--- src/verilog/icache_pkg.sv ---
package icache_pkg;

    // fetch address layout: tag | index | offset
    localparam int addr_w   = 32;
    localparam int tag_w    = 23;
    localparam int index_w  = 6;
    localparam int offset_w = 3;
    localparam int sets     = 64;

    // payload widths
    localparam int word_w = 32;
    localparam int line_w = 64;
    localparam int cnt_w  = 32;

    // one way of a tag set
    typedef struct packed {
        logic             valid;
        logic [tag_w-1:0] tag;
    } tag_entry_t;

    // tag ram payload, both ways side by side
    typedef struct packed {
        tag_entry_t way1;
        tag_entry_t way0;
    } tag_set_t;

    // data ram payload
    typedef struct packed {
        logic [line_w-1:0] way1;
        logic [line_w-1:0] way0;
    } data_set_t;

    // register map of the control port
    typedef enum logic [1:0] {
        csr_ctrl     = 2'd0,
        csr_status   = 2'd1,
        csr_hit_cnt  = 2'd2,
        csr_miss_cnt = 2'd3
    } csr_addr_e;

endpackage

--- src/verilog/icache_array_if.sv ---
`timescale 1ns/100ps

interface icache_array_if #(
    parameter type entry_t = logic
);
    import icache_pkg::*;

    logic [index_w-1:0] index;
    logic               ren;
    logic               wen;
    entry_t             wdata;
    // registered read result, held until the next read
    entry_t             rdata;

    modport ctrl (
        output index,
        output ren,
        output wen,
        output wdata,
        input  rdata
    );

    modport ram (
        input  index,
        input  ren,
        input  wen,
        input  wdata,
        output rdata
    );

endinterface

--- src/verilog/icache_sram.sv ---
`timescale 1ns/100ps

module icache_sram #(
    parameter type entry_t = logic
) (
    input logic          clk,
    icache_array_if.ram  port
);
    import icache_pkg::*;

    entry_t mem [sets];

    // synchronous write
    always_ff @(posedge clk) begin
        if (port.wen) begin
            mem[port.index] <= port.wdata;
        end
    end

    // one-cycle read latency, output holds between reads
    // a read together with a write returns the new entry
    always_ff @(posedge clk) begin
        if (port.ren) begin
            if (port.wen) begin
                port.rdata <= port.wdata;
            end else begin
                port.rdata <= mem[port.index];
            end
        end
    end

endmodule

--- src/flat_wrapper.sv ---
// flat-port wrapper written by rule: the top's interface ports become plain ports
module icache_sram_flat import icache_pkg::*;
#(
    parameter type entry_t = logic
)
  (clk, port_index, port_ren, port_wen, port_wdata, port_rdata);
  icache_array_if #(.entry_t(entry_t)) port_i ();
  input logic clk;
  input wire logic [$bits(port_i.index)-1:0] port_index;
  input wire logic [$bits(port_i.ren)-1:0] port_ren;
  input wire logic [$bits(port_i.wen)-1:0] port_wen;
  input wire logic [$bits(port_i.wdata)-1:0] port_wdata;
  output wire logic [$bits(port_i.rdata)-1:0] port_rdata;
  assign port_i.index = port_index;
  assign port_i.ren = port_ren;
  assign port_i.wen = port_wen;
  assign port_i.wdata = port_wdata;
  assign port_rdata = port_i.rdata;
  icache_sram #(.entry_t(entry_t)) u_core (.clk(clk), .port(port_i));
endmodule
--- config.mk ---
export PLATFORM = sky130hd
export DESIGN_NAME = icache_sram_flat
export DESIGN_NICKNAME = d
export VERILOG_FILES = /design/src/verilog/icache_pkg.sv /design/src/verilog/icache_array_if.sv /design/src/verilog/icache_sram.sv /design/src/flat_wrapper.sv
export SDC_FILE = /design/constraint.sdc
export NUM_CORES = 1
export LEC_CHECK = 0
export ABC_CLOCK_PERIOD_IN_PS = 2200
export BUFFER_PORTS_ARGS = -buffer_cell sky130_fd_sc_hd__buf_4
export CORE_MARGIN = 2
export CORE_UTILIZATION = 40
export DETAILED_ROUTE_END_ITERATION = 8
export PLACE_DENSITY = 0.62
export SETUP_SLACK_MARGIN = 0.05
export SKIP_CTS_REPAIR_TIMING = 1
export SYNTH_ARGS = -nofsm -noshare
export SYNTH_HDL_FRONTEND = slang
export SYNTH_SLANG_ARGS = --single-unit
--- constraint.sdc ---
create_clock -name clk -period 2.2 [get_ports clk]
set_input_delay 0.44 -clock clk [delete_from_list [all_inputs] [get_ports clk]]
set_output_delay 0.44 -clock clk [all_outputs]
set_load 0.1 [all_outputs]
# Yosys cells after proc, flatten, opt, wreduce, memory -nomap -nowiden
# Memories as Yosys holds them, arrays and structs flattened. A register that Yosys moved wholly into a read port is not among the register bits.
# Cells that the tools add are included.
dict set report totals {
  in_bits 10
  elab_cells 3
  ram_bits 64
  memories 1
  reg_bits 0
  out_inout_bits 1
}
# memory words word_bits read_ports rd_ports_with_merged_regs wr line
set memory_table {}
lappend memory_table {u_core.mem 64 1 1 1 1 icache_sram.sv:11} ;# entry_t mem [sets];
dict set report op_classes {
  n_mux 2
}
# op count
set ops {}
lappend ops {{2-to-1 mux 1 bit} 2}

# Depth between registers and ports, before layout
dict set report logic_depth {
  ltp_word 2
  depth_mapped 8
  ltp_nobuf 5
}

# Least setup slack after synthesis
# OpenSTA, ideal clock, no wires.
dict set report synth_path {
  path_kind {input to register}
  start {input port_index[1]}
  end {register u_core.port.rdata, read port of u_core.mem, data pin}
  path_slack_ns 0.429
  stages 7
  path_buffers 2
  arrival_ns 1.497
  t_required_ns 1.926
  setup_time_ns 0.274
  cell_sequence {buf_6 > buf_6 > mux2_4 > a221oi_2 > o211ai_1 > o2111ai_1 > a41oi_1}
}
# element line
set synth_rtl {}
lappend synth_rtl {{from (decl)} flat_wrapper.sv:9} ;# input wire logic [$bits(port_i.index)-1:0] port_index;
lappend synth_rtl {{to (decl)} icache_array_if.sv:28} ;# output rdata

==> flow_summary.ini <==
[cts]
root_buffer = clkbuf_8
clk-insertion-delay-late_ns = 0.35
cts.sinks = 65
ctsLongestPathBuffers = 2
path_clk_slew_ns = 0.07
cts_tree = yes
cts_buffers = 9
htreeDepth = 3

[synth]
synth_nets = 265
ys_seq_elements = 65
synth_edf_count = 65
synthSimpleGateAreaFrac = 0.182
syn_inst = 255
synth_cell_types = 49
syn_area_um2 = 3120
synth_top_area_cell = edfxtp_1
synth_fa_ha_area_frac = 0
avgSynthCellArea_um2 = 12.2
postSynth.asyncResetShare = 0
synth_xor_area_frac = 0
yosys.area.top_type_share = 0.626
synth-compound-area-share = 0.0730
synth_top_family_by_area = simple AND/OR/NAND/NOR gates
ys_top_cells_by_count = 66 x nor2_1, 65 x edfxtp_1, 10 x mux2i_1, 10 x nand2_1, 8 x nand3_1
synth.most_common_cell = nor2_1
yosysSeqAreaShare = 0.626
ys.flop_type = edfxtp_1
ys.warnings.count = 0
yosys-mux-area-fraction = 0.0730
synth_area_leaders = edfxtp_1 63%, nor2_1 7.9%, mux2i_1 3.2%

[job]
maxCapViolCount = 0

[timing]
timing.hold.ws_ns = 0.308
fin_crit_ns = 1.71
maxSlewViolCount = 0
rsz0062_at_grt = false
max_freq_mhz = 586
setup_viol = 0
finalCritPeriodShare = 0.775
worst_slew_pin_slew_ns = 0.484
setup_tns_ns = 0
finalHoldViolCount = 0
slew_headroom = 0.677
fin_skew_ns = 0.0101

[floorplanning]
initial_core_util = 0.408
rows = 32
dieArea_um2 = 8520
coreArea_um2 = 7650
chipWidth_um = 92.3
die_h_um = 92.3
ioPinCount = 11

[critical_path]
endpoint_kind = register
critPathArrivalTime_ns = 1.89
cp_max_fo = 19
crit_slowest_cell = mux4_2
crit_required_ns = 2.39
path_class = input pin to register
cp_slowest_stage_delay_ns = 0.53
reg2reg_setup_slack_ns = 0.51
path_cells = buf_4, inv_1, mux4_2, a21oi_1, nor4_1, a41oi_1
startpoint_type = input pin

[run_status]
status = completed

[global_route]
overflow = 0
antenna_found_initial = 0
grt_pass1_wl_um = 11500
grt_pass1_vias = 2040
grt_usage = 0.184
grt_max_degree = 51

[final_layout]
design_area_um2 = 3450
drive_above_1_share = 0.168
syn2layout_area_growth_pct = 10.6
antennaDiodeCount = 0
final_nets = 278

[routing]
avgRoutedWirePerCell_um = 19.3
drtPass1Iterations = 4
postRouteAntennaNets = 0
viasPerCell = 5.36
route.detailed.drc = 0
drtIter0Drc = 193
vias = 2010
wl_um = 7240

[place]
dp_hpwl_um = 4630
gp_congestion = 0.832
placed_area_um2 = 3270
place.port_buffers = 10

[pwr]
peakVddDrop_uv = 399
power_density_nw_per_um2 = 739
p_leak_nw = 1.12

[min_path]
min_path_type = input pin to register
==> flip-flops by register name (all words and copies together), names as in the netlist <==
signal             count
u_core.mem            64
u_core.port.rdata      1
==> placed cells by master, fill, tap and decap left out, types with 4 or more instances in the layout <==
master / Yosys / routed
a31oi_1: 4 / 4
and3b_1: 5 / 5
buf_4: 2 / 18
clkbuf_8: 0 / 9
edfxtp_1: 65 / 65
mux2_2: 5 / 5
mux2i_1: 10 / 10
nand2_1: 10 / 10
nand2b_1: 6 / 6
nand3_1: 8 / 8
nor2_1: 66 / 66
nor2b_1: 7 / 7
o21ai_0: 5 / 5
==> where the power goes <==
part	leakage, nW	switching, W	internal [W]
Combinational	0.439	0.000138	0.0000701
Clock	0.0918	0.000445	0.000517
Sequential	0.585	0.00000369	0.00137
==> critical path: cells and delay by family <==
kind | cells | cell delay (ns)
multiplexers | 1 | 0.53
buffers and inverters | 2 | 0.41
AO/OA/AOI/OAI | 2 | 0.43
AND/OR/NAND/NOR | 1 | 0.08
==> worst paths after layout <==
kind	from	end	depth (start not counted)
setup / recovery	port_index[2]	u_core.port.rdata	6
hold / removal	port_ren	u_core.port.rdata	1
setup reg to reg	u_core.mem[24]	u_core.port.rdata	5
hold reg to reg	u_core.mem[14]	u_core.port.rdata	3
==> layout make-up <==
class | count | area, µm²
Tap cell | 102 | 128
Sequential cell | 65 | 1950
Fill cell | 727 | 4200
Inverter | 3 | 11.3
Clock inverter | 4 | 43.8
Timing Repair Buffer | 19 | 155
Clock buffer | 12 | 135
Multi-Input combinational cell | 170 | 1020
==> cell families after synthesis <==
| family | after synthesis |
|---|---|
| buffers and inverters | 20 |
| muxes | 19 |
| DFF | 65 |
| AOI/OAI and AO/OA | 32 |
| and+or+nand+nor | 119 |
==> per-stage QoR <==
step / worst slack [ns] / total power [W] / util / cells
6_report: 0.495 / 0.00255 / 0.451 / 375
5_1_grt: 0.226 / 0.00262 / 0.451 / 375
4_1_cts: 0.484 / 0.00255 / 0.451 / 375
3_5_place_dp: 0.117 / 0.00161 / 0.428 / 359
3_3_place_gp: 0.117 / 0.00161 / 0.428 / 359
2_1_floorplan: 0.429 / 0.00154 / - / 255
==> layer usage <==
metal  up-vias  track usage  part of all wire
met5         -            0                 0
met1      1012        0.237              0.44
met2        29        0.311              0.50
met4         0       0.0808             0.023
met3        12       0.0277             0.035
li1        957            -                 -
(Power assumes the default switching activity.)
