==> config.mk <==
export PLATFORM = sky130hd
export DESIGN_NAME = icache_csr
export DESIGN_NICKNAME = d
export VERILOG_FILES = /design/src/verilog/icache_pkg.sv /design/src/verilog/icache_csr.sv
export SDC_FILE = /design/constraint.sdc
export NUM_CORES = 1
export LEC_CHECK = 0
export BUFFER_PORTS_ARGS = -buffer_cell sky130_fd_sc_hd__buf_2
export CAP_MARGIN = 40
export CORE_UTILIZATION = 55
export DETAILED_ROUTE_END_ITERATION = 10
export PLACE_DENSITY = 0.79
export SYNTH_ARGS = -nofsm -noshare
export SYNTH_HDL_FRONTEND = slang
export SYNTH_SLANG_ARGS = --single-unit
==> constraint.sdc <==
create_clock -name clk -period 3.2 [get_ports clk]
set_input_delay 0.96 -clock clk [delete_from_list [all_inputs] [get_ports clk]]
set_output_delay 0.96 -clock clk [all_outputs]
set_load 0.01 [all_outputs]
==> src/verilog/icache_pkg.sv <==
package icache_pkg;

    // fetch address layout: tag | index | offset
    localparam int addr_w   = 32;
    localparam int tag_w    = 23;
    localparam int index_w  = 6;
    localparam int offset_w = 3;
    localparam int sets     = 64;

    // payload widths
    localparam int word_w = 32;
    localparam int line_w = 64;
    localparam int cnt_w  = 32;

    // one way of a tag set
    typedef struct packed {
        logic             valid;
        logic [tag_w-1:0] tag;
    } tag_entry_t;

    // tag ram payload, both ways side by side
    typedef struct packed {
        tag_entry_t way1;
        tag_entry_t way0;
    } tag_set_t;

    // data ram payload
    typedef struct packed {
        logic [line_w-1:0] way1;
        logic [line_w-1:0] way0;
    } data_set_t;

    // register map of the control port
    typedef enum logic [1:0] {
        csr_ctrl     = 2'd0,
        csr_status   = 2'd1,
        csr_hit_cnt  = 2'd2,
        csr_miss_cnt = 2'd3
    } csr_addr_e;

endpackage

==> src/verilog/icache_csr.sv <==
`timescale 1ns/100ps

module icache_csr (
    input  logic                  clk,
    input  logic                  rst,
    input  logic                  cfg_wr,
    input  icache_pkg::csr_addr_e cfg_addr,
    input  logic [31:0]           cfg_wdata,
    output logic [31:0]           cfg_rdata,
    output logic                  enable,
    output logic                  flush_start,
    input  logic                  flush_busy,
    input  logic                  hit,
    input  logic                  miss
);
    import icache_pkg::*;

    logic             ctrl_wr;
    logic             clear_cnt;
    logic [cnt_w-1:0] hit_cnt;
    logic [cnt_w-1:0] miss_cnt;

    // saturating event counter step
    function automatic logic [cnt_w-1:0] bump(
        input logic [cnt_w-1:0] cnt,
        input logic             ev,
        input logic             clr
    );
        if (clr) begin
            bump = '0;
        end else if (ev && cnt != '1) begin
            bump = cnt + 1'b1;
        end else begin
            bump = cnt;
        end
    endfunction

    assign ctrl_wr   = cfg_wr && cfg_addr == csr_ctrl;
    // flush command also restarts the statistics
    assign clear_cnt = ctrl_wr && cfg_wdata[1];

    always_ff @(posedge clk) begin
        if (rst) begin
            enable      <= 1'b1;
            flush_start <= 1'b0;
            hit_cnt     <= '0;
            miss_cnt    <= '0;
        end else begin
            flush_start <= clear_cnt;
            if (ctrl_wr) begin
                enable <= cfg_wdata[0];
            end
            hit_cnt  <= bump(hit_cnt, hit, clear_cnt);
            miss_cnt <= bump(miss_cnt, miss, clear_cnt);
        end
    end

    // busy covers the pulse cycle before the controller starts
    always_comb begin
        case (cfg_addr)
            csr_ctrl:     cfg_rdata = {31'b0, enable};
            csr_status:   cfg_rdata = {31'b0, flush_busy | flush_start};
            csr_hit_cnt:  cfg_rdata = hit_cnt;
            csr_miss_cnt: cfg_rdata = miss_cnt;
            default:      cfg_rdata = '0;
        endcase
    end

endmodule

**Word-level counts from Yosys, hierarchy flattened**

Index checks and enable logic that the tools add are counted.

- Bits of input ports: 40
- Bits in registers: 66
- Word-level logic and storage cells: 19
- Output and inout bits: 34

- Reductions and logical operators: 6
- Add/subtract/negate cells: 2
- Bitwise operators: 1
- Equal/unequal tests: 5
- Mux-type cells: 1

Operators with widths:

| cell | count |
|---|---|
| $pmux 32 s4 | 1 |
| $add 32x1->32 const B | 2 |
| $ne 32x32->1 const B | 2 |
| $eq 2x2->1 const B | 2 |
| $logic_and 1x1->1 | 4 |
| $eq 2x1->1 const B | 1 |
| $logic_not 2->1 | 1 |
| $reduce_or 2->1 | 1 |
| $or 1x1->1 | 1 |

**Longest topological paths before layout**

- Depth after elaboration: 4
- Mapped depth: 8
- Mapped depth without buffers: 6

**Least setup slack after synthesis**

No wires, ideal clock.

- Path kind: input to output
- From: input port cfg_addr[0]
- To: output port cfg_rdata[0]
- Buffers on the path: 2
- Slack: 0.198 ns
- Cell stages on the path: 3
- Arrival: 2.042 ns
- Cells stage by stage: clkbuf_1 -> buf_1 -> mux4_2

- Longest elaborated chain between the ends: 2

RTL lines:

| what | RTL line | RTL |
|---|---|---|
| from (decl) | icache_csr.sv:7 | `input icache_pkg::csr_addr_e cfg_addr,` |
| $eq 2x2->1 (tied with other cells) | icache_csr.sv:60 | `case (cfg_addr)` |
| $pmux 32 s4 (*) | icache_csr.sv:60 |  |
| to (decl) | icache_csr.sv:9 | `output logic [31:0] cfg_rdata,` |

Every way passes the cells marked *; elsewhere a longest branch is shown, timed or not.

**Final worst setup path**

- From: input port flush_busy
- To: output port cfg_rdata[0]

- Longest elaborated chain between the ends: 2

RTL lines:

| what | RTL line | RTL |
|---|---|---|
| from (decl) | icache_csr.sv:12 | `input logic flush_busy,` |
| $or 1x1->1 | icache_csr.sv:62 | `csr_status: cfg_rdata = {31'b0, flush_busy \| flush_start};` |
| $pmux 32 s4 | icache_csr.sv:60 |  |

Every way passes these cells.

==> load_flow_metrics.sql <==
INSERT INTO impl_metrics (metric_group, metric, value, unit) VALUES
('floorplan', 'fp-row-count', '30', ''),
('worst_hold_path', 'min-delay-path-class', 'reg2reg', ''),
('sta', 'setup-tns-final', '0', 'ps'),
('critical_path', 'critical_path_sink_type', 'output pin', ''),
('critical_path', 'timing.reg2reg.worst_path_depth', '7', ''),
('synthesis', 'yosys.cell_types.count', '46', ''),
('route', 'post_detailed_route_count_of_antenna_violating_nets', '0', ''),
('synthesis', 'post_synth_inst_count', '486', ''),
('sta', 'post-route-worst-setup-slack', '326', 'ps'),
('global_routing', 'groute.usage.overall', '28.5', '%'),
('worst_hold_path', 'holdPathStages', '2', ''),
('clock_tree', 'latest_clock_arrival_within_the_worst_skew_pair', '350', 'ps'),
('power', 'power', '1.66', 'mW'),
('route', 'vias', '3806', ''),
('critical_path', 'critPathMaxFanout', '1', ''),
('synthesis', 'synth.top_cells.by_area', 'sky130_fd_sc_hd__dfxtp_1, sky130_fd_sc_hd__mux2i_1, sky130_fd_sc_hd__nor2b_1', ''),
('floorplan', 'floorplan.initialDensity', '57.2', '%'),
('clock_tree', 'cts-resized-gates', '0', ''),
('critical_path', 'critical_path.top_delay_family', 'multiplexers', ''),
('power', 'power.share.clock', '43.9', '%'),
('route', 'post_dr_wirelength_cell', '16.1', 'µm'),
('critical_path', 'start_kind', 'input port', ''),
('power', 'vdd.ir_drop.worst', '0.236', 'mV'),
('synthesis', 'synthesis.area_per_instance', '8.03', 'µm²'),
('power', 'seq_power_share', '50.2', '%'),
('synthesis', 'ys_seq_area_share', '33.8', '%'),
('synthesis', 'synth_flop_cell', 'sky130_fd_sc_hd__dfxtp_1', ''),
('sta', 'total_setup_violations_reported_at_the_end_of_the_flow', '0', ''),
('synthesis', 'yosys_top_cell_area_share', '33.8', '%'),
('layout', 'layout.area.seq', '1320', 'µm²'),
('layout', 'finish.net_count', '566', ''),
('global_routing', 'grt_overflow_total', '0', ''),
('sta', 'grt_setup_unrepaired', 'false', ''),
('floorplan', 'floorplan.core_area', '6830', 'µm²'),
('power', 'power-per-cell-area', '374', 'nW/µm²'),
('job', 'drv.max_cap_violation_count', '0', ''),
('clock_tree', 'cts-hold-fix-buffers', '0', ''),
('sta', 'clock.fmax', '348', 'MHz'),
('route', 'first_drt_pass_iteration_count', '5', ''),
('layout', 'final_layout_size_suffix_gt1_share', '15.5', '%'),
('synthesis', 'number_of_enable_flip_flop_cells_after_synthesis', '0', ''),
('power', 'switching_share', '23.8', '%'),
('sta', 'layout_worst_path_cycle_share', '89.8', '%'),
('clock_tree', 'tritoncts_num_sinks', '66', ''),
('synthesis', 'syn_area', '3900', 'µm²'),
('critical_path', 'cp_slowest_stage_delay', '450', 'ps'),
('floorplan', 'boundaryPins', '74', ''),
('route', 'drt_iter0_drc', '257', ''),
('clock_tree', 'ctsLongestPathBuffers', '2', ''),
('global_routing', 'grt_start_max_net_pins', '34', ''),
('worst_hold_path', 'min_from', 'miss_cnt[15]$_SDFFE_PP0P_', ''),
('global_routing', 'via_count_of_the_first_global_routing_pass', '3386', ''),
('layout', 'fillerInstances', '582', ''),
('power', 'power_report.internal_total', '1.27', 'mW'),
('global_routing', 'antenna_found_initial', '0', ''),
('clock_tree', 'clk_pin_slew_worst_paths', '70', 'ps'),
('sta', 'worstMarginPinSlew', '837', 'ps'),
('synthesis', 'ys_warn_count', '0', ''),
('sta', 'timing.final.hold_violations', '0', ''),
('sta', 'skew', '8.88', 'ps'),
('synthesis', 'synth_top_cell_by_area', 'sky130_fd_sc_hd__dfxtp_1', ''),
('sta', 'timing.final.max_slew_violations', '0', ''),
('critical_path', 'cp_common_cell', 'sky130_fd_sc_hd__buf_2', ''),
('critical_path', 'path_class', 'in2out', ''),
('clock_tree', 'cts_post_setup_buffers_inserted', '0', ''),
('layout', 'flow.area_growth_from_synthesis', '14.0', '%'),
('placed_design', 'pre_cts_worst_setup_slack', '326', 'ps'),
('status', 'status', 'finished, final reports clean', ''),
('critical_path', 'cells_traversed_along_the_worst_timing_path', 'buf_2 -> or2_2 -> mux4_2 -> buf_2', ''),
('sta', 'final.min_clock_period', '2870', 'ps'),
('critical_path', 'rr_endpoint', 'hit_cnt[19]$_SDFFE_PP0P_', '');
==> synthesized netlist by cell type, types with 9 or more instances <==
library cell and instances:
sky130_fd_sc_hd__dfxtp_1 66, sky130_fd_sc_hd__nand2_1 41, sky130_fd_sc_hd__mux2i_1 37, sky130_fd_sc_hd__a21oi_1 34, sky130_fd_sc_hd__nor2_1 34, sky130_fd_sc_hd__nor2b_1 32, sky130_fd_sc_hd__nand4_1 25, sky130_fd_sc_hd__or3_1 25
sky130_fd_sc_hd__o21ai_0 24, sky130_fd_sc_hd__nand3_1 22, sky130_fd_sc_hd__clkbuf_1 20, sky130_fd_sc_hd__xnor2_1 15, sky130_fd_sc_hd__and3_1 10, sky130_fd_sc_hd__o31ai_1 9
==> logic make-up after synthesis <==
logic type	Yosys count	synth area share, %
simple gates	240	34.2
compound gates	90	13.9
flops	66	33.8
mux	38	10.1
buf+inv	31	3.11
xor+xnor	19	4.26
fa+ha+maj	2	0.641
==> placed cells by master (no fill, tap or decap), types with 6 or more instances in the layout <==
cell / n
sky130_fd_sc_hd__dfxtp_1: 66
sky130_fd_sc_hd__buf_2: 44
sky130_fd_sc_hd__nand2_1: 41
sky130_fd_sc_hd__mux2i_1: 37
sky130_fd_sc_hd__a21oi_1: 34
sky130_fd_sc_hd__nor2_1: 34
sky130_fd_sc_hd__nor2b_1: 32
sky130_fd_sc_hd__nand4_1: 25
sky130_fd_sc_hd__or3_1: 25
sky130_fd_sc_hd__o21ai_0: 24
sky130_fd_sc_hd__nand3_1: 22
sky130_fd_sc_hd__xnor2_1: 15
sky130_fd_sc_hd__clkbuf_8: 11
sky130_fd_sc_hd__and3_1: 10
sky130_fd_sc_hd__o31ai_1: 9
sky130_fd_sc_hd__buf_4: 9
sky130_fd_sc_hd__nor4_1: 8
sky130_fd_sc_hd__or4_1: 8
sky130_fd_sc_hd__nor3_1: 7
sky130_fd_sc_hd__and4_1: 6
sky130_fd_sc_hd__nand2b_1: 6
sky130_fd_sc_hd__a211oi_1: 6
==> how the worst max path moves through the flow <==
stage	startpoint	end	slack, ps	cells after the start
6_report	flush_busy	cfg_rdata[0]	330	4
5_1_grt	flush_busy	cfg_rdata[0]	280	4
4_1_cts	flush_busy	cfg_rdata[0]	320	4
3_5_place_dp	flush_busy	cfg_rdata[0]	330	4
3_3_place_gp	flush_busy	cfg_rdata[0]	330	4
2_1_floorplan	cfg_addr[0]	cfg_rdata[0]	200	3
==> cell type report <==
class	count	share of cell area (%)
Clock inverter	4	1.12
Clock buffer	12	3.49
Sequential cell	66	29.7
Multi-Input combinational cell	389	55.4
Tap cell	96	2.70
Inverter	3	0.253
Timing Repair Buffer	55	7.37
==> power by group through the flow <==
| stage | clock (mW) | sequential, mW | combinational, mW |
|---|---|---|---|
| global route | 0.774 | 0.836 | 0.107 |
| global placement | 0 | 0.855 | 0.0948 |
| floorplan | 0 | 0.852 | 0.0656 |
| detailed placement | 0 | 0.855 | 0.0970 |
| CTS | 0.737 | 0.836 | 0.0973 |
| finish | 0.731 | 0.836 | 0.0979 |
==> layer usage <==
metal | vias to the layer above | global-route usage [%] | wire length (µm)
met5 | - | 0 | 0
met4 | 0 | 13.6 | 221
met2 | 135 | 44.4 | 4610
li1 | 1874 | - | -
met1 | 1781 | 39.0 | 4720
met3 | 16 | 4.10 | 538
==> worst reg2reg max path, stage by stage, from the launching register on <==
cell                      delay [ps]
sky130_fd_sc_hd__dfxtp_1         480
sky130_fd_sc_hd__nand4_1         230
sky130_fd_sc_hd__or4b_1          640
sky130_fd_sc_hd__o31ai_2         440
sky130_fd_sc_hd__buf_4           280
sky130_fd_sc_hd__buf_4           160
sky130_fd_sc_hd__nor4_1           60
sky130_fd_sc_hd__mux2i_1         120
==> flip-flops by register name, summed over array words and instances, names as in the netlist <==
name,flops
enable,1
hit_cnt,32
miss_cnt,32
flush_start,1
==> stage by stage <==
step,std cells,hold slack (ps),utilization (%)
after floorplan,486,466,-
after global placement,608,494,62.1
after detailed placement,609,491,62.1
after CTS,625,502,65.1
after global routing,625,535,65.1
final,625,514,65.1
Power figures use the tool's default switching activity.
