File: src/verilog/icache_pkg.sv
package icache_pkg;

    // fetch address layout: tag | index | offset
    localparam int addr_w   = 32;
    localparam int tag_w    = 23;
    localparam int index_w  = 6;
    localparam int offset_w = 3;
    localparam int sets     = 64;

    // payload widths
    localparam int word_w = 32;
    localparam int line_w = 64;
    localparam int cnt_w  = 32;

    // one way of a tag set
    typedef struct packed {
        logic             valid;
        logic [tag_w-1:0] tag;
    } tag_entry_t;

    // tag ram payload, both ways side by side
    typedef struct packed {
        tag_entry_t way1;
        tag_entry_t way0;
    } tag_set_t;

    // data ram payload
    typedef struct packed {
        logic [line_w-1:0] way1;
        logic [line_w-1:0] way0;
    } data_set_t;

    // register map of the control port
    typedef enum logic [1:0] {
        csr_ctrl     = 2'd0,
        csr_status   = 2'd1,
        csr_hit_cnt  = 2'd2,
        csr_miss_cnt = 2'd3
    } csr_addr_e;

endpackage

File: src/verilog/icache_array_if.sv
`timescale 1ns/100ps

interface icache_array_if #(
    parameter type entry_t = logic
);
    import icache_pkg::*;

    logic [index_w-1:0] index;
    logic               ren;
    logic               wen;
    entry_t             wdata;
    // registered read result, held until the next read
    entry_t             rdata;

    modport ctrl (
        output index,
        output ren,
        output wen,
        output wdata,
        input  rdata
    );

    modport ram (
        input  index,
        input  ren,
        input  wen,
        input  wdata,
        output rdata
    );

endinterface

File: src/verilog/icache_ctrl.sv
`timescale 1ns/100ps

module icache_ctrl (
    input  logic                          clk,
    input  logic                          rst,
    input  logic                          valid,
    input  logic [icache_pkg::addr_w-1:0] addr,
    output logic                          addr_ok,
    output logic                          data_ok,
    output logic [icache_pkg::word_w-1:0] rdata,
    output logic                          rd_req,
    output logic [icache_pkg::addr_w-1:0] rd_addr,
    input  logic                          ret_valid,
    input  logic [icache_pkg::line_w-1:0] ret_data,
    icache_array_if.ctrl                  tag_port,
    icache_array_if.ctrl                  data_port,
    input  logic                          enable,
    input  logic                          flush_start,
    output logic                          flush_busy,
    output logic                          hit,
    output logic                          miss
);
    import icache_pkg::*;

    typedef enum logic [2:0] {
        st_idle,
        st_lookup,
        st_done,
        st_miss,
        st_refill_wait,
        st_replace,
        st_flush
    } state_e;

    state_e state;
    state_e next_state;

    // control state
    logic               flush_pend;
    logic               victim;
    logic               refilled_q;
    logic [index_w-1:0] flush_cnt;

    // request buffer and payload
    logic [addr_w-1:0]  req_addr;
    logic               bypass_q;
    logic [word_w-1:0]  word_q;
    logic [line_w-1:0]  line_q;

    logic               flush_req;
    logic               accept;
    logic [tag_w-1:0]   req_tag;
    logic [index_w-1:0] req_index;
    logic [index_w-1:0] in_index;
    logic               word_sel;
    tag_set_t           tag_rd;
    tag_set_t           tag_wr;
    data_set_t          data_rd;
    data_set_t          data_wr;
    logic               way0_hit;
    logic               way1_hit;
    logic               cache_hit;
    logic               fill_way;
    logic [line_w-1:0]  hit_line;

    function automatic logic [word_w-1:0] pick_word(
        input logic [line_w-1:0] line,
        input logic              sel
    );
        pick_word = sel ? line[line_w-1 -: word_w] : line[word_w-1:0];
    endfunction

    assign req_tag   = req_addr[addr_w-1 -: tag_w];
    assign req_index = req_addr[offset_w +: index_w];
    assign word_sel  = req_addr[offset_w-1];
    assign in_index  = addr[offset_w +: index_w];

    // a flush waits for the fetch in flight, and blocks new ones
    assign flush_req = flush_start | flush_pend;
    assign addr_ok   = (state == st_idle || state == st_done) && !flush_req;
    assign accept    = valid && addr_ok;

    // tag compare
    assign tag_rd    = tag_port.rdata;
    assign data_rd   = data_port.rdata;
    assign way0_hit  = tag_rd.way0.valid && (tag_rd.way0.tag == req_tag);
    assign way1_hit  = tag_rd.way1.valid && (tag_rd.way1.tag == req_tag);
    assign cache_hit = way0_hit | way1_hit;
    assign hit_line  = way1_hit ? data_rd.way1 : data_rd.way0;

    // empty way first, otherwise the toggling victim
    assign fill_way = !tag_rd.way0.valid ? 1'b0 :
                      !tag_rd.way1.valid ? 1'b1 : victim;

    always_comb begin
        case (state)
            st_idle, st_done: begin
                if (flush_req) begin
                    next_state = st_flush;
                end else if (accept) begin
                    next_state = enable ? st_lookup : st_miss;
                end else begin
                    next_state = st_idle;
                end
            end
            st_lookup:      next_state = cache_hit ? st_done : st_miss;
            st_miss:        next_state = st_refill_wait;
            st_refill_wait: begin
                if (ret_valid) begin
                    next_state = bypass_q ? st_done : st_replace;
                end else begin
                    next_state = st_refill_wait;
                end
            end
            // re-read happens in the same cycle as the write
            st_replace:     next_state = st_lookup;
            st_flush: begin
                if (flush_cnt == index_w'(sets - 1)) begin
                    next_state = st_idle;
                end else begin
                    next_state = st_flush;
                end
            end
            default:        next_state = st_idle;
        endcase
    end

    always_ff @(posedge clk) begin
        if (rst) begin
            state      <= st_idle;
            flush_pend <= 1'b0;
            victim     <= 1'b0;
            refilled_q <= 1'b0;
            flush_cnt  <= '0;
        end else begin
            state      <= next_state;
            flush_pend <= flush_req && !(next_state == st_flush && state != st_flush);
            if (state == st_flush) begin
                flush_cnt <= flush_cnt + 1'b1;
            end else begin
                flush_cnt <= '0;
            end
            if (state == st_replace) begin
                victim <= ~victim;
            end
            // the lookup right after a refill is not a real hit
            if (accept) begin
                refilled_q <= 1'b0;
            end else if (state == st_replace) begin
                refilled_q <= 1'b1;
            end
        end
    end

    always_ff @(posedge clk) begin
        if (accept) begin
            req_addr <= addr;
            bypass_q <= !enable;
        end
        if (state == st_lookup) begin
            word_q <= pick_word(hit_line, word_sel);
        end
        if (state == st_refill_wait && ret_valid) begin
            line_q <= ret_data;
            if (bypass_q) begin
                word_q <= pick_word(ret_data, word_sel);
            end
        end
    end

    // refill keeps the other way untouched
    always_comb begin
        tag_wr  = tag_rd;
        data_wr = data_rd;
        if (state == st_flush) begin
            tag_wr = '0;
        end else if (fill_way) begin
            tag_wr.way1.valid = 1'b1;
            tag_wr.way1.tag   = req_tag;
            data_wr.way1      = line_q;
        end else begin
            tag_wr.way0.valid = 1'b1;
            tag_wr.way0.tag   = req_tag;
            data_wr.way0      = line_q;
        end
    end

    always_comb begin
        if (state == st_flush) begin
            tag_port.index = flush_cnt;
        end else if (state == st_replace) begin
            tag_port.index = req_index;
        end else begin
            tag_port.index = in_index;
        end
        data_port.index = (state == st_replace) ? req_index : in_index;
        tag_port.ren    = (accept && enable) || state == st_replace;
        data_port.ren   = (accept && enable) || state == st_replace;
        tag_port.wen    = state == st_replace || state == st_flush;
        data_port.wen   = state == st_replace;
        tag_port.wdata  = tag_wr;
        data_port.wdata = data_wr;
    end

    assign data_ok    = state == st_done;
    assign rdata      = word_q;
    assign rd_req     = state == st_miss;
    assign rd_addr    = {req_addr[addr_w-1:offset_w], offset_w'(0)};
    assign flush_busy = state == st_flush;
    assign hit        = state == st_lookup && cache_hit && !refilled_q;
    assign miss       = state == st_lookup && !cache_hit;

endmodule

File: src/flat_wrapper.sv
// flat-port wrapper written by rule: the top's interface ports become plain ports
module icache_ctrl_flat import icache_pkg::*;
  (clk, rst, valid, addr, addr_ok, data_ok, rdata, rd_req, rd_addr, ret_valid, ret_data, enable, flush_start, flush_busy, hit, miss, tag_port_index, tag_port_ren, tag_port_wen, tag_port_wdata, tag_port_rdata, data_port_index, data_port_ren, data_port_wen, data_port_wdata, data_port_rdata);
  icache_array_if tag_port_i ();
  icache_array_if data_port_i ();
  input  logic clk;
  input  logic rst;
  input  logic valid;
  input  logic [icache_pkg::addr_w-1:0] addr;
  output logic addr_ok;
  output logic data_ok;
  output logic [icache_pkg::word_w-1:0] rdata;
  output logic rd_req;
  output logic [icache_pkg::addr_w-1:0] rd_addr;
  input  logic ret_valid;
  input  logic [icache_pkg::line_w-1:0] ret_data;
  input  logic enable;
  input  logic flush_start;
  output logic flush_busy;
  output logic hit;
  output logic miss;
  output wire logic [$bits(tag_port_i.index)-1:0] tag_port_index;
  output wire logic [$bits(tag_port_i.ren)-1:0] tag_port_ren;
  output wire logic [$bits(tag_port_i.wen)-1:0] tag_port_wen;
  output wire logic [$bits(tag_port_i.wdata)-1:0] tag_port_wdata;
  input wire logic [$bits(tag_port_i.rdata)-1:0] tag_port_rdata;
  output wire logic [$bits(data_port_i.index)-1:0] data_port_index;
  output wire logic [$bits(data_port_i.ren)-1:0] data_port_ren;
  output wire logic [$bits(data_port_i.wen)-1:0] data_port_wen;
  output wire logic [$bits(data_port_i.wdata)-1:0] data_port_wdata;
  input wire logic [$bits(data_port_i.rdata)-1:0] data_port_rdata;
  assign tag_port_index = tag_port_i.index;
  assign tag_port_ren = tag_port_i.ren;
  assign tag_port_wen = tag_port_i.wen;
  assign tag_port_wdata = tag_port_i.wdata;
  assign tag_port_i.rdata = tag_port_rdata;
  assign data_port_index = data_port_i.index;
  assign data_port_ren = data_port_i.ren;
  assign data_port_wen = data_port_i.wen;
  assign data_port_wdata = data_port_i.wdata;
  assign data_port_i.rdata = data_port_rdata;
  icache_ctrl u_core (.clk(clk), .rst(rst), .valid(valid), .addr(addr), .addr_ok(addr_ok), .data_ok(data_ok), .rdata(rdata), .rd_req(rd_req), .rd_addr(rd_addr), .ret_valid(ret_valid), .ret_data(ret_data), .tag_port(tag_port_i), .data_port(data_port_i), .enable(enable), .flush_start(flush_start), .flush_busy(flush_busy), .hit(hit), .miss(miss));
endmodule
File: config.mk
export PLATFORM = sky130hd
export DESIGN_NAME = icache_ctrl_flat
export DESIGN_NICKNAME = d
export VERILOG_FILES = /design/src/verilog/icache_pkg.sv /design/src/verilog/icache_array_if.sv /design/src/verilog/icache_ctrl.sv /design/src/flat_wrapper.sv
export SDC_FILE = /design/constraint.sdc
export NUM_CORES = 1
export LEC_CHECK = 0
export CAP_MARGIN = 20
export CELL_PAD_IN_SITES_DETAIL_PLACEMENT = 2
export CELL_PAD_IN_SITES_GLOBAL_PLACEMENT = 2
export CORE_MARGIN = 3
export CORE_UTILIZATION = 35
export CTS_BUF_LIST = sky130_fd_sc_hd__clkbuf_4 sky130_fd_sc_hd__clkbuf_8 sky130_fd_sc_hd__clkbuf_16
export DETAILED_ROUTE_END_ITERATION = 7
export DONT_BUFFER_PORTS = 1
export PLACE_DENSITY = 0.73
export SYNTH_ARGS = -nofsm -noshare
export SYNTH_HDL_FRONTEND = slang
export SYNTH_SLANG_ARGS = --single-unit
File: constraint.sdc
create_clock -name clk -period 2.2 [get_ports clk]
set_input_delay 0 -clock clk [delete_from_list [all_inputs] [get_ports clk]]
set_output_delay 0 -clock clk [all_outputs]
set_load 0.005 [all_outputs]
==> results.py, run 1 <==
metrics = {
    "placement": {
        "place.port_buffers": 0,
        "place_congestion": 0.667,
        "pre_cts_ws_ps": 564,
        "place_area_sq_mm": 0.00331,
        "post-dp-hpwl_mm": 5.98,
    },
    "synthesis": {
        "synth_cell_type_count": 36,
        "postSynthCellCount": 286,
        "yosysWarnings": 0,
        "synth-seq-cells": 74,
        "syn_area_sq_mm": 0.00344,
        "synth_area_per_cell_sq_um": 12.0,
        "ys_seq_area_share_pct": 52.4,
    },
    "floorplan": {
        "fp.dieH_um": 105,
        "io_pins": 192,
        "die_w_um": 105,
        "fp-row-count": 35,
        "initial_core_util_pct": 36.5,
    },
    "status": {
        "stop_stage": "clock tree synthesis (4_1_cts)",
        "status": "stopped before the end",
        "error_line": "[ERROR RSZ-0060] Max buffer count reached.",
    },
    "clock_tree": {
        "clk_path_buf_depth": 2,
        "h-tree-depth": 3,
        "numCtsBuffers": 9,
        "ctsHoldBuffers": 101,
        "root_buffer": "clkbuf_8",
        "cts_resized": 0,
        "cts_sinks": 74,
        "post-cts-setup-buffers": 0,
    },
}
[synthesized netlist by cell type]
cell	count	share of area, %
clkbuf_1	1	0.11
ha_1	1	0.36
o21ai_0	2	0.29
a31o_2	2	0.51
or2_2	1	0.18
nand2_4	1	0.33
a222oi_1	1	0.29
mux2i_1	65	19
a41oi_1	1	0.25
buf_2	6	0.87
and3_1	1	0.18
dfxtp_1	42	24
xnor2_1	1	0.25
nor2b_1	2	0.36
a21oi_1	1	0.15
xor2_1	2	0.51
a21o_1	1	0.22
conb_1	1	0.11
buf_4	35	7.6
inv_1	7	0.76
nand3b_4	1	0.58
or3_1	1	0.18
or3b_1	1	0.25
and2_1	2	0.36
o31ai_1	1	0.22
nor4_2	1	0.36
nor2_1	10	1.1
buf_6	7	2.3
mux2_2	13	4.3
nor3_1	2	0.29
a41oi_2	1	0.47
nand3b_1	1	0.22
nand2_1	35	3.8
nand3_1	3	0.44
and4bb_4	1	0.47
edfxtp_1	32	28
[stage by stage]
step           utilization [%]  cells
2_1_floorplan                -    289
3_3_place_gp              35.1    377
3_5_place_dp              35.1    377
[kinds of logic after synthesis]
| logic type | after synthesis | share of synthesized area, % |
|---|---|---|
| AOI/OAI and AO/OA | 10 | 2.40 |
| xor gates and xnor gates | 3 | 0.764 |
| adders and majority gates | 1 | 0.364 |
| buffers and inverters | 56 | 11.7 |
| DFF | 74 | 52.4 |
| muxes | 78 | 23.2 |
| other | 1 | 0.109 |
| and+or+nand+nor | 63 | 9.13 |
==> inputs of run 2 (changes only) <==
CELL_PAD_IN_SITES_DETAIL_PLACEMENT = unset   (was 2)
CELL_PAD_IN_SITES_GLOBAL_PLACEMENT = unset   (was 2)
CORE_UTILIZATION = 20   (was 35)
CTS_BUF_LIST = unset   (was sky130_fd_sc_hd__clkbuf_4 sky130_fd_sc_hd__clkbuf_8 sky130_fd_sc_hd__clkbuf_16)
PLACE_DENSITY = unset   (was 0.73)
PLACE_DENSITY_LB_ADDON = 0.15   (was unset)
==> run 2 against run 1 <==
Net effect:
- the run now ends clean
- area after synthesis unchanged
- synthesized cell count is the same
==> results.py, run 2 <==
metrics = {
    "synthesis": {
        "ys.flop_type": "dfxtp_1",
        "yosysMostFrequentCell": "mux2i_1",
        "synth_cell_type_count": 36,
        "synth_common_cells": "65 x mux2i_1, 42 x dfxtp_1, 35 x buf_4, 35 x nand2_1, 32 x edfxtp_1",
        "postSynthCellCount": 286,
        "ys_seq_area_share_pct": 52.4,
        "yosysWarnings": 0,
        "synth-seq-cells": 74,
        "synth_area_leader_cell": "edfxtp_1",
        "synth_edf_count": 32,
        "synth_top_cell_area_share_pct": 27.9,
        "synth.area.top_cells": "edfxtp_1 28%, dfxtp_1 24%, mux2i_1 19%, buf_4 7.6%, mux2_2 4.3%",
        "synthArstFlopShare_pct": 0,
        "syn_area_sq_mm": 0.00344,
        "synth_area_per_cell_sq_um": 12.0,
    },
    "setup_path": {
        "cp_slowest_stage_delay_ps": 580,
        "worst_ep_arrival_time_ps": 2090,
        "slowest_stage": "dlygate4sd3_1",
        "required_ps": 2400,
        "crit_chain": "buf_4, mux2i_1, dlygate4sd3_1, mux2i_1",
        "end_kind": "register",
        "reg2reg_to": "u_core.rdata[28]",
        "cp_max_fo": 33,
        "crit_buf_inv": 2,
        "startpoint": "u_core.req_addr[2]",
        "crit_path_frequent_cell": "mux2i_1",
        "crit_family": "buffers and inverters",
        "path_class": "reg -> reg",
        "rr_worst_depth": 4,
        "r2r_slack_ps": 310,
        "r2r-start": "u_core.req_addr[2]",
        "startpoint_type": "register",
    },
    "clock_tree": {
        "clk_path_buf_depth": 2,
        "h-tree-depth": 3,
        "numCtsBuffers": 9,
        "cts_sinks": 74,
        "cts.clk_slew.worst_paths_ps": 60,
        "cts_resized": 0,
        "ctsHoldBuffers": 100,
        "root_buffer": "clkbuf_16",
        "clock_latency_ps": 340,
        "post-cts-setup-buffers": 0,
        "cts_tree": "yes",
    },
    "global_routing": {
        "top_usage_layer": "met2",
        "grt_pass1_wl_mm": 13.0,
        "grt.total_usage_pct": 9.33,
        "met1_usage_pct": 10.3,
        "use_met2_pct": 15.7,
        "grt_pass1_vias": 2391,
        "antenna_found_initial": 1,
        "grt_overflow": 0,
        "use_met3_pct": 4.01,
        "grt_max_degree": 34,
    },
    "routing": {
        "vias": 2322,
        "drtIter0Drc": 50,
        "drc": 0,
        "wirelength_mm": 9.08,
        "first_pass_iters": 4,
        "ant_nets": 0,
        "wl_per_cell_um": 15.6,
        "vias_per_cell": 3.99,
    },
    "floorplan": {
        "io_pins": 192,
        "coreArea_sq_mm": 0.0167,
        "die-area_sq_mm": 0.0188,
        "fp-row-count": 47,
        "fp.dieH_um": 137,
        "initial_core_util_pct": 20.6,
        "die_w_um": 137,
    },
    "sta": {
        "report.final.slew_viol_count": 0,
        "skew_ps": 10.4,
        "setup_tns_ps": 0,
        "max_slew_margin_pct": 57.7,
        "worst_pin_slew_ps": 634,
        "finalSetupViolCount": 0,
        "period_minus_slack_ps": 1890,
        "period_share_pct": 86.0,
        "rsz0062_at_grt": "false",
        "hold_viol": 0,
        "timing.fmax_ghz": 0.529,
    },
    "final_layout": {
        "final_common_cell": "dlygate4sd3_1",
        "area_growth_pct": 37.1,
        "largest_reg_flops": 32,
        "final_core_util_pct": 28.2,
        "final_cell_mix": "100 x dlygate4sd3_1, 65 x mux2i_1, 42 x dfxtp_1, 35 x nand2_1, 32 x edfxtp_1",
        "layout.nets": 461,
        "drive_gt1_share_pct": 11.1,
    },
    "worst_hold_path": {
        "hp-class": "in -> out",
        "hold_start": "flush_start",
        "hold_path_end": "addr_ok",
        "whs_path_depth": 1,
    },
    "placement": {
        "place.port_buffers": 0,
        "place_congestion": 0.689,
        "post-dp-hpwl_mm": 5.95,
    },
    "status": {
        "status": "complete, no violations",
    },
    "power_and_ir_drop": {
        "p_leak_nw": 2.07,
        "vdd_drop_max_mv": 0.371,
        "power_density_mw_per_mm2": 928,
    },
    "run": {
        "maxCapViolCount": 0,
    },
}
==> run 2: cell type report <==
class / instances / area, sq um
clock buffers: 10 / 229
well taps: 220 / 275
clock inverters: 6 / 81.3
flip-flops and latches: 74 / 1800
fillers: 1745 / 12000
diodes: 1 / 2.50
multi-input cells: 159 / 1250
inverters: 7 / 26.3
repair buffers: 105 / 1050
==> run 2: worst max-delay path by stage <==
stage                     depth (start not counted)  slack (ps)          endpoint
after floorplan                                   3         170   u_core.bypass_q
after global routing                              4         160      tag_port_ren
after global placement                            3         480   u_core.state[1]
after detailed placement                          3         480  u_core.rdata[20]
after CTS                                         4         280      tag_port_ren
final                                             4         310  u_core.rdata[28]
==> run 2: logic make-up after synthesis <==
family	synth area share (%)
compound gates	2.40
fa+ha+maj	0.364
other cells	0.109
xor+xnor	0.764
buf+inv	11.7
mux	23.2
flops	52.4
simple gates	9.13
==> run 2: where the power goes <==
part	total, W	leakage [nW]	internal (W)	switching, W
registers	0.00209	0.642	0.00180	0.000297
logic	0.000728	1.27	0.000401	0.000327
clock network	0.00155	0.150	0.000985	0.000566
==> run 2: routing by layer <==
metal  up-vias  part of all wire (%)
li1       1111                     -
met1      1070                    41
met2       129                    48
met3        12                   9.6
met4         0                   1.6
met5         -                     0
==> run 2: metrics by stage <==
step                area (sq um)  total power, W  hold WS [ps]  std cells  worst slack (ps)
global placement            3400         0.00268          34.4        465               482
finish                      4710         0.00437          33.9        582               308
floorplan                   3450         0.00256          26.8        289               174
CTS                         4710         0.00446          11.8        581               283
global route                4710         0.00466          28.1        582               162
detailed placement          3400         0.00270          35.1        465               480
Power figures use the tool's default switching activity.
==> inputs of run 3 (changes only) <==
clock period = 1.7 ns   (was 2.2 ns; I/O delays follow)
==> run 3 against run 2 <==
Net effect:
- utilization up 1.1 points
- sequential share of layout area down 1.3 points
- clock power up 23%
- largest cell class unchanged
- total power up 29%
- wire length up 8.0%
==> results.py, run 3 (synthesized netlist as in run 2, its figures left out) <==
metrics = {
    "floorplan": {
        "fp-row-count": 47,
        "initial_core_util_pct": 20.6,
        "fp.dieH_um": 137,
        "coreArea_sq_mm": 0.0167,
        "die-area_sq_mm": 0.0188,
        "io_pins": 192,
        "die_w_um": 137,
    },
    "clock_tree": {
        "numCtsBuffers": 9,
        "root_buffer": "clkbuf_16",
        "clock_latency_ps": 330,
        "h-tree-depth": 3,
        "cts_tree": "yes",
        "clk_path_buf_depth": 2,
        "cts_sinks": 74,
        "cts.clk_slew.worst_paths_ps": 60,
    },
    "global_routing": {
        "grt_pass1_vias": 2450,
        "grt_pass1_wl_mm": 13.2,
        "grt_overflow": 0,
        "grt.total_usage_pct": 9.55,
        "grt_max_degree": 34,
        "antenna_found_initial": 0,
    },
    "power_and_ir_drop": {
        "seqPwrFrac_pct": 47.8,
        "intPower_w": 0.00405,
        "p_sw_share_pct": 28.4,
        "p_leak_nw": 2.21,
        "power_density_mw_per_mm2": 1150,
        "vdd_drop_max_mv": 0.466,
        "clkPwrFrac_pct": 33.7,
        "pwr-share-comb_pct": 18.5,
        "power.switching_w": 0.00160,
    },
    "final_layout": {
        "final_cell_mix": "95 x dlygate4sd3_1, 65 x mux2i_1, 39 x dfxtp_1, 35 x nand2_1, 32 x edfxtp_1",
        "area_growth_pct": 42.5,
        "final_common_cell": "dlygate4sd3_1",
        "final_cells": 593,
        "largest_reg_flops": 32,
        "layout.nets": 471,
        "drive_gt1_share_pct": 15.1,
        "fillerInstances": 1726,
        "final_core_util_pct": 29.3,
    },
    "routing": {
        "first_pass_iters": 4,
        "drtIter0Drc": 46,
        "wl_per_cell_um": 16.5,
        "vias_per_cell": 4.07,
        "drc": 0,
        "wirelength_mm": 9.81,
        "vias": 2415,
        "ant_nets": 0,
    },
    "setup_path": {
        "end_kind": "output port",
        "startpoint": "u_core.state[2]",
        "worst_ep_arrival_time_ps": 1660,
        "startpoint_type": "register",
        "required_ps": 1700,
        "r2r-start": "u_core.req_addr[2]",
        "path_class": "reg -> out",
        "cp_max_fo": 8,
    },
    "run": {
        "maxCapViolCount": 0,
    },
    "status": {
        "status": "complete, no violations",
    },
    "worst_hold_path": {
        "hp-class": "in -> reg",
        "hold_start": "data_port_rdata",
    },
    "sta": {
        "skew_ps": 7.30,
        "setup_slack_ps": 43.2,
        "timing.fmax_ghz": 0.604,
        "period_share_pct": 97.5,
        "hold_viol": 0,
        "rsz0062_at_grt": "true",
        "report.final.slew_viol_count": 0,
        "finalSetupViolCount": 0,
        "period_minus_slack_ps": 1660,
    },
    "placement": {
        "place_congestion": 0.665,
        "post-dp-hpwl_mm": 6.15,
        "dpl.cell_count": 469,
        "pre_cts_ws_ps": 142,
        "place.port_buffers": 0,
    },
}
[run 3: cell count changes in the layout (fill, tap and decap cells not counted), moves of 2 or more]
cell / change
and2_4: +2
buf_4: +3
mux2_4: +4
mux2_2: -4
dfxtp_4: +2
clkbuf_16: +2
dlymetal6s4s_1: +5
dfxtp_1: -3
buf_12: +3
dlygate4sd3_1: -5
[run 3: metal layers]
metal / part of all wire, % / wire (um) / global-route usage, % / up-vias
met2: 49 / 4830 / 16.1 / 141
li1: - / - / - / 1122
met5: 0 / 0 / 0 / -
met3: 8.8 / 865 / 3.64 / 15
met4: 2.2 / 219 / 4.88 / 0
met1: 40 / 3890 / 10.5 / 1137
[run 3: final timing paths]
kind / end / cells after the start / slack (ps)
worst min-delay path: u_core.rdata[0] / 3 / 20
worst max register to register: u_core.rdata[11] / 5 / 60
worst min register to register: u_core.flush_cnt[0] / 1 / 470
worst max-delay path: tag_port_index[2] / 4 / 40
[run 3: repair_timing]
action | in CTS | in global routing
endpoints found under the setup margin | 9 | 27
resized for setup | 7 | 10
buffers inserted | 3 | 1
pin swaps | 2 | 1
hold buffers | 99 | 1
cloned | 1 | 2
hold endpoints to repair | 74 | 1
[run 3: critical path, stage by stage (launching register included)]
cell and delay, ps:
dfxtp_4 370, buf_6 120, nand3b_4 160, mux2_2 380, mux2_2 290
[run 3: cell type report]
cell class / count / area, sq um / share of cell area (%)
inverter: 7 / 26.3 / 0.536
sequential: 74 / 1810 / 36.9
clock inverter: 7 / 68.8 / 1.40
clock buffer: 9 / 225 / 4.60
antenna: 2 / 5.00 / 0.102
tap: 220 / 275 / 5.62
timing repair buffer: 114 / 1210 / 24.6
multi-input combinational: 160 / 1280 / 26.2
[run 3: power by group through the flow]
stage          combinational [W]  sequential (W)  clock [W]
2_1_floorplan           0.000722         0.00259          0
3_3_place_gp            0.000742         0.00275          0
3_5_place_dp            0.000773         0.00274          0
4_1_cts                  0.00102         0.00271    0.00200
5_1_grt                  0.00117         0.00277    0.00207
6_report                 0.00104         0.00270    0.00191
[run 3: metrics by stage]
stage          hold WS, ps  area [sq um]  setup TNS [ps]  power [W]
2_1_floorplan         28.2          3450               0    0.00331
3_3_place_gp          87.2          3450               0    0.00349
3_5_place_dp          86.1          3450               0    0.00351
4_1_cts               -257          4800           -32.3    0.00573
5_1_grt               35.7          4900            -116    0.00602
6_report              16.0          4900               0    0.00565
==> inputs of run 4 (changes only) <==
CORE_UTILIZATION = 45   (was 20)
clock period = 1.39 ns   (was 1.7 ns; I/O delays follow)
==> run 4 against run 3 <==
Net effect:
- global-route usage grew 9.4 points
- via count increased by 3.6%
- hold slack better by 22 ps
- critical path depth unchanged
- wire length decreased by 9.2%
- sequential share of layout area fell by 1.5 points
- critical endpoint is now tag_port_index[1]
- the run now ends with negative setup slack left
- combinational power grew 56%
- count of clock-buffer cells in the layout grew 2
- utilization grew 40 points
- final cell count is 16% lower
- design area up 4.0%
==> results.py, run 4 (synthesized netlist as in run 2, its figures left out) <==
metrics = {
    "setup_path": {
        "slowest_stage": "dfxtp_4",
        "path_class": "reg -> out",
        "startpoint_type": "register",
        "cp_max_fo": 8,
        "end_kind": "output port",
        "worst_ep_arrival_time_ps": 1600,
        "rr_worst_depth": 7,
        "cp_slowest_stage_delay_ps": 360,
        "crit_chain": "buf_6, nand3b_4, mux2_2, mux2_2",
        "reg2reg_to": "u_core.rdata[20]",
        "crit_path_frequent_cell": "mux2_2",
        "r2r_slack_ps": -180,
        "r2r-start": "u_core.state[2]",
        "required_ps": 1390,
    },
    "sta": {
        "rsz0062_at_grt": "true",
        "timing.fmax_ghz": 0.625,
        "setup_slack_ps": -210,
        "setup_tns_ps": -8580,
        "report.final.slew_viol_count": 0,
        "finalSetupViolCount": 81,
        "hold_viol": 0,
        "period_minus_slack_ps": 1600,
        "skew_ps": 7.55,
        "period_share_pct": 115,
        "fin_hold_ws_ps": 38.0,
    },
    "routing": {
        "drc": 0,
        "ant_nets": 0,
        "first_pass_iters": 4,
        "vias_per_cell": 5.00,
        "wl_per_cell_um": 17.8,
        "vias": 2501,
        "drtIter0Drc": 70,
        "wirelength_mm": 8.91,
    },
    "clock_tree": {
        "cts_tree": "yes",
        "clk_path_buf_depth": 2,
        "cts.clk_slew.worst_paths_ps": 80,
        "root_buffer": "clkbuf_8",
        "cts_sinks": 74,
        "h-tree-depth": 3,
        "numCtsBuffers": 9,
        "clock_latency_ps": 340,
    },
    "final_layout": {
        "final_area_sq_mm": 0.00509,
        "largest_reg_flops": 32,
        "final_cell_mix": "100 x dlygate4sd3_1, 65 x mux2i_1, 39 x dfxtp_1, 32 x edfxtp_1, 22 x nand2_2",
        "area_growth_pct": 48.1,
        "drive_gt1_share_pct": 29.2,
        "layout.nets": 501,
        "final_cells": 500,
        "antenna_cells": 0,
        "final_common_cell": "dlygate4sd3_1",
        "fillerInstances": 512,
        "final_core_util_pct": 69.5,
    },
    "floorplan": {
        "coreArea_sq_mm": 0.00733,
        "die_w_um": 93.4,
        "fp-row-count": 31,
        "fp.dieH_um": 93.4,
        "initial_core_util_pct": 46.9,
        "io_pins": 192,
        "die-area_sq_mm": 0.00873,
    },
    "power_and_ir_drop": {
        "p_leak_nw": 2.33,
        "clkPwrFrac_pct": 24.0,
        "power.switching_w": 0.00200,
        "power_density_mw_per_mm2": 1290,
        "pwr-share-comb_pct": 24.7,
        "seqPwrFrac_pct": 51.4,
        "intPower_w": 0.00459,
        "vdd_drop_max_mv": 0.748,
        "p_sw_share_pct": 30.3,
    },
    "placement": {
        "place_congestion": 0.794,
        "dpl.cell_count": 361,
        "post-dp-hpwl_mm": 5.23,
        "place_area_sq_mm": 0.00341,
        "place.port_buffers": 0,
    },
    "global_routing": {
        "grt_max_degree": 31,
        "grt_pass1_vias": 2507,
        "grt_pass1_wl_mm": 12.9,
        "antenna_found_initial": 0,
        "grt_overflow": 0,
        "grt.total_usage_pct": 19.0,
    },
    "worst_hold_path": {
        "whs_path_depth": 1,
        "hold_path_end": "u_core.line_q[0]",
        "hold_start": "ret_valid",
        "hp-class": "in -> reg",
    },
    "run": {
        "maxCapViolCount": 0,
    },
    "status": {
        "status": "finished, violations left",
        "violations": "negative setup slack",
    },
}
[run 4: worst max path at each step]
| stage | endpoint | cells after the start | from |
|---|---|---|---|
| floorplan | u_core.bypass_q | 3 | u_core.state[2] |
| global placement | tag_port_index[2] | 4 | u_core.state[2] |
| detailed placement | tag_port_index[2] | 4 | u_core.state[2] |
| CTS | tag_port_index[1] | 4 | u_core.state[2] |
| global route | tag_port_index[1] | 4 | u_core.state[2] |
| finish | tag_port_index[1] | 4 | u_core.state[2] |
[run 4: through the flow]
| stage | worst slack, ps | total power (W) |
|---|---|---|
| 2_1_floorplan | -59.5 | 0.00406 |
| 3_3_place_gp | 53.8 | 0.00428 |
| 3_5_place_dp | 25.0 | 0.00431 |
| 4_1_cts | -225 | 0.00627 |
| 5_1_grt | -266 | 0.00695 |
| 6_report | -210 | 0.00658 |
[run 4: layer usage]
metal	GRT usage, %	vias up	wire (um)
li1	-	1181	-
met1	21.4	1174	3460
met2	33.6	132	4550
met3	5.47	14	747
met4	7.45	0	153
met5	0	-	0
[run 4: timing repair]
action	CTS	global route
gates cloned	0	4
pin swaps	5	11
endpoints found under the setup margin	18	78
buffers inserted	15	5
hold buffers	100	0
gates resized for setup	30	52
hold endpoints to repair	74	0
[run 4: power groups by stage]
stage / logic [W] / registers [W] / clock network, W
floorplan: 0.000894 / 0.00317 / 0
global placement: 0.000948 / 0.00333 / 0
detailed placement: 0.000990 / 0.00332 / 0
CTS: 0.00137 / 0.00328 / 0.00162
global route: 0.00178 / 0.00345 / 0.00172
finish: 0.00162 / 0.00338 / 0.00158
[run 4: final cells by class]
type                            instances  area (sq um)  share of cell area [%]
Clock buffer                           11           153                    3.00
Timing Repair Buffer                  145          1550                    30.5
Clock inverter                          5          36.3                   0.712
Inverter                                7          31.3                   0.614
Tap cell                               99           124                    2.43
Sequential cell                        74          1810                    35.5
Multi-Input combinational cell        159          1390                    27.3
[run 4: critical path, delay by kind of cell (launching register included)]
| family | cells | cell delay, ps |
|---|---|---|
| flip-flops | 1 | 360 |
| AND/OR/NAND/NOR | 1 | 140 |
| buffers and inverters | 1 | 120 |
| multiplexers | 2 | 640 |
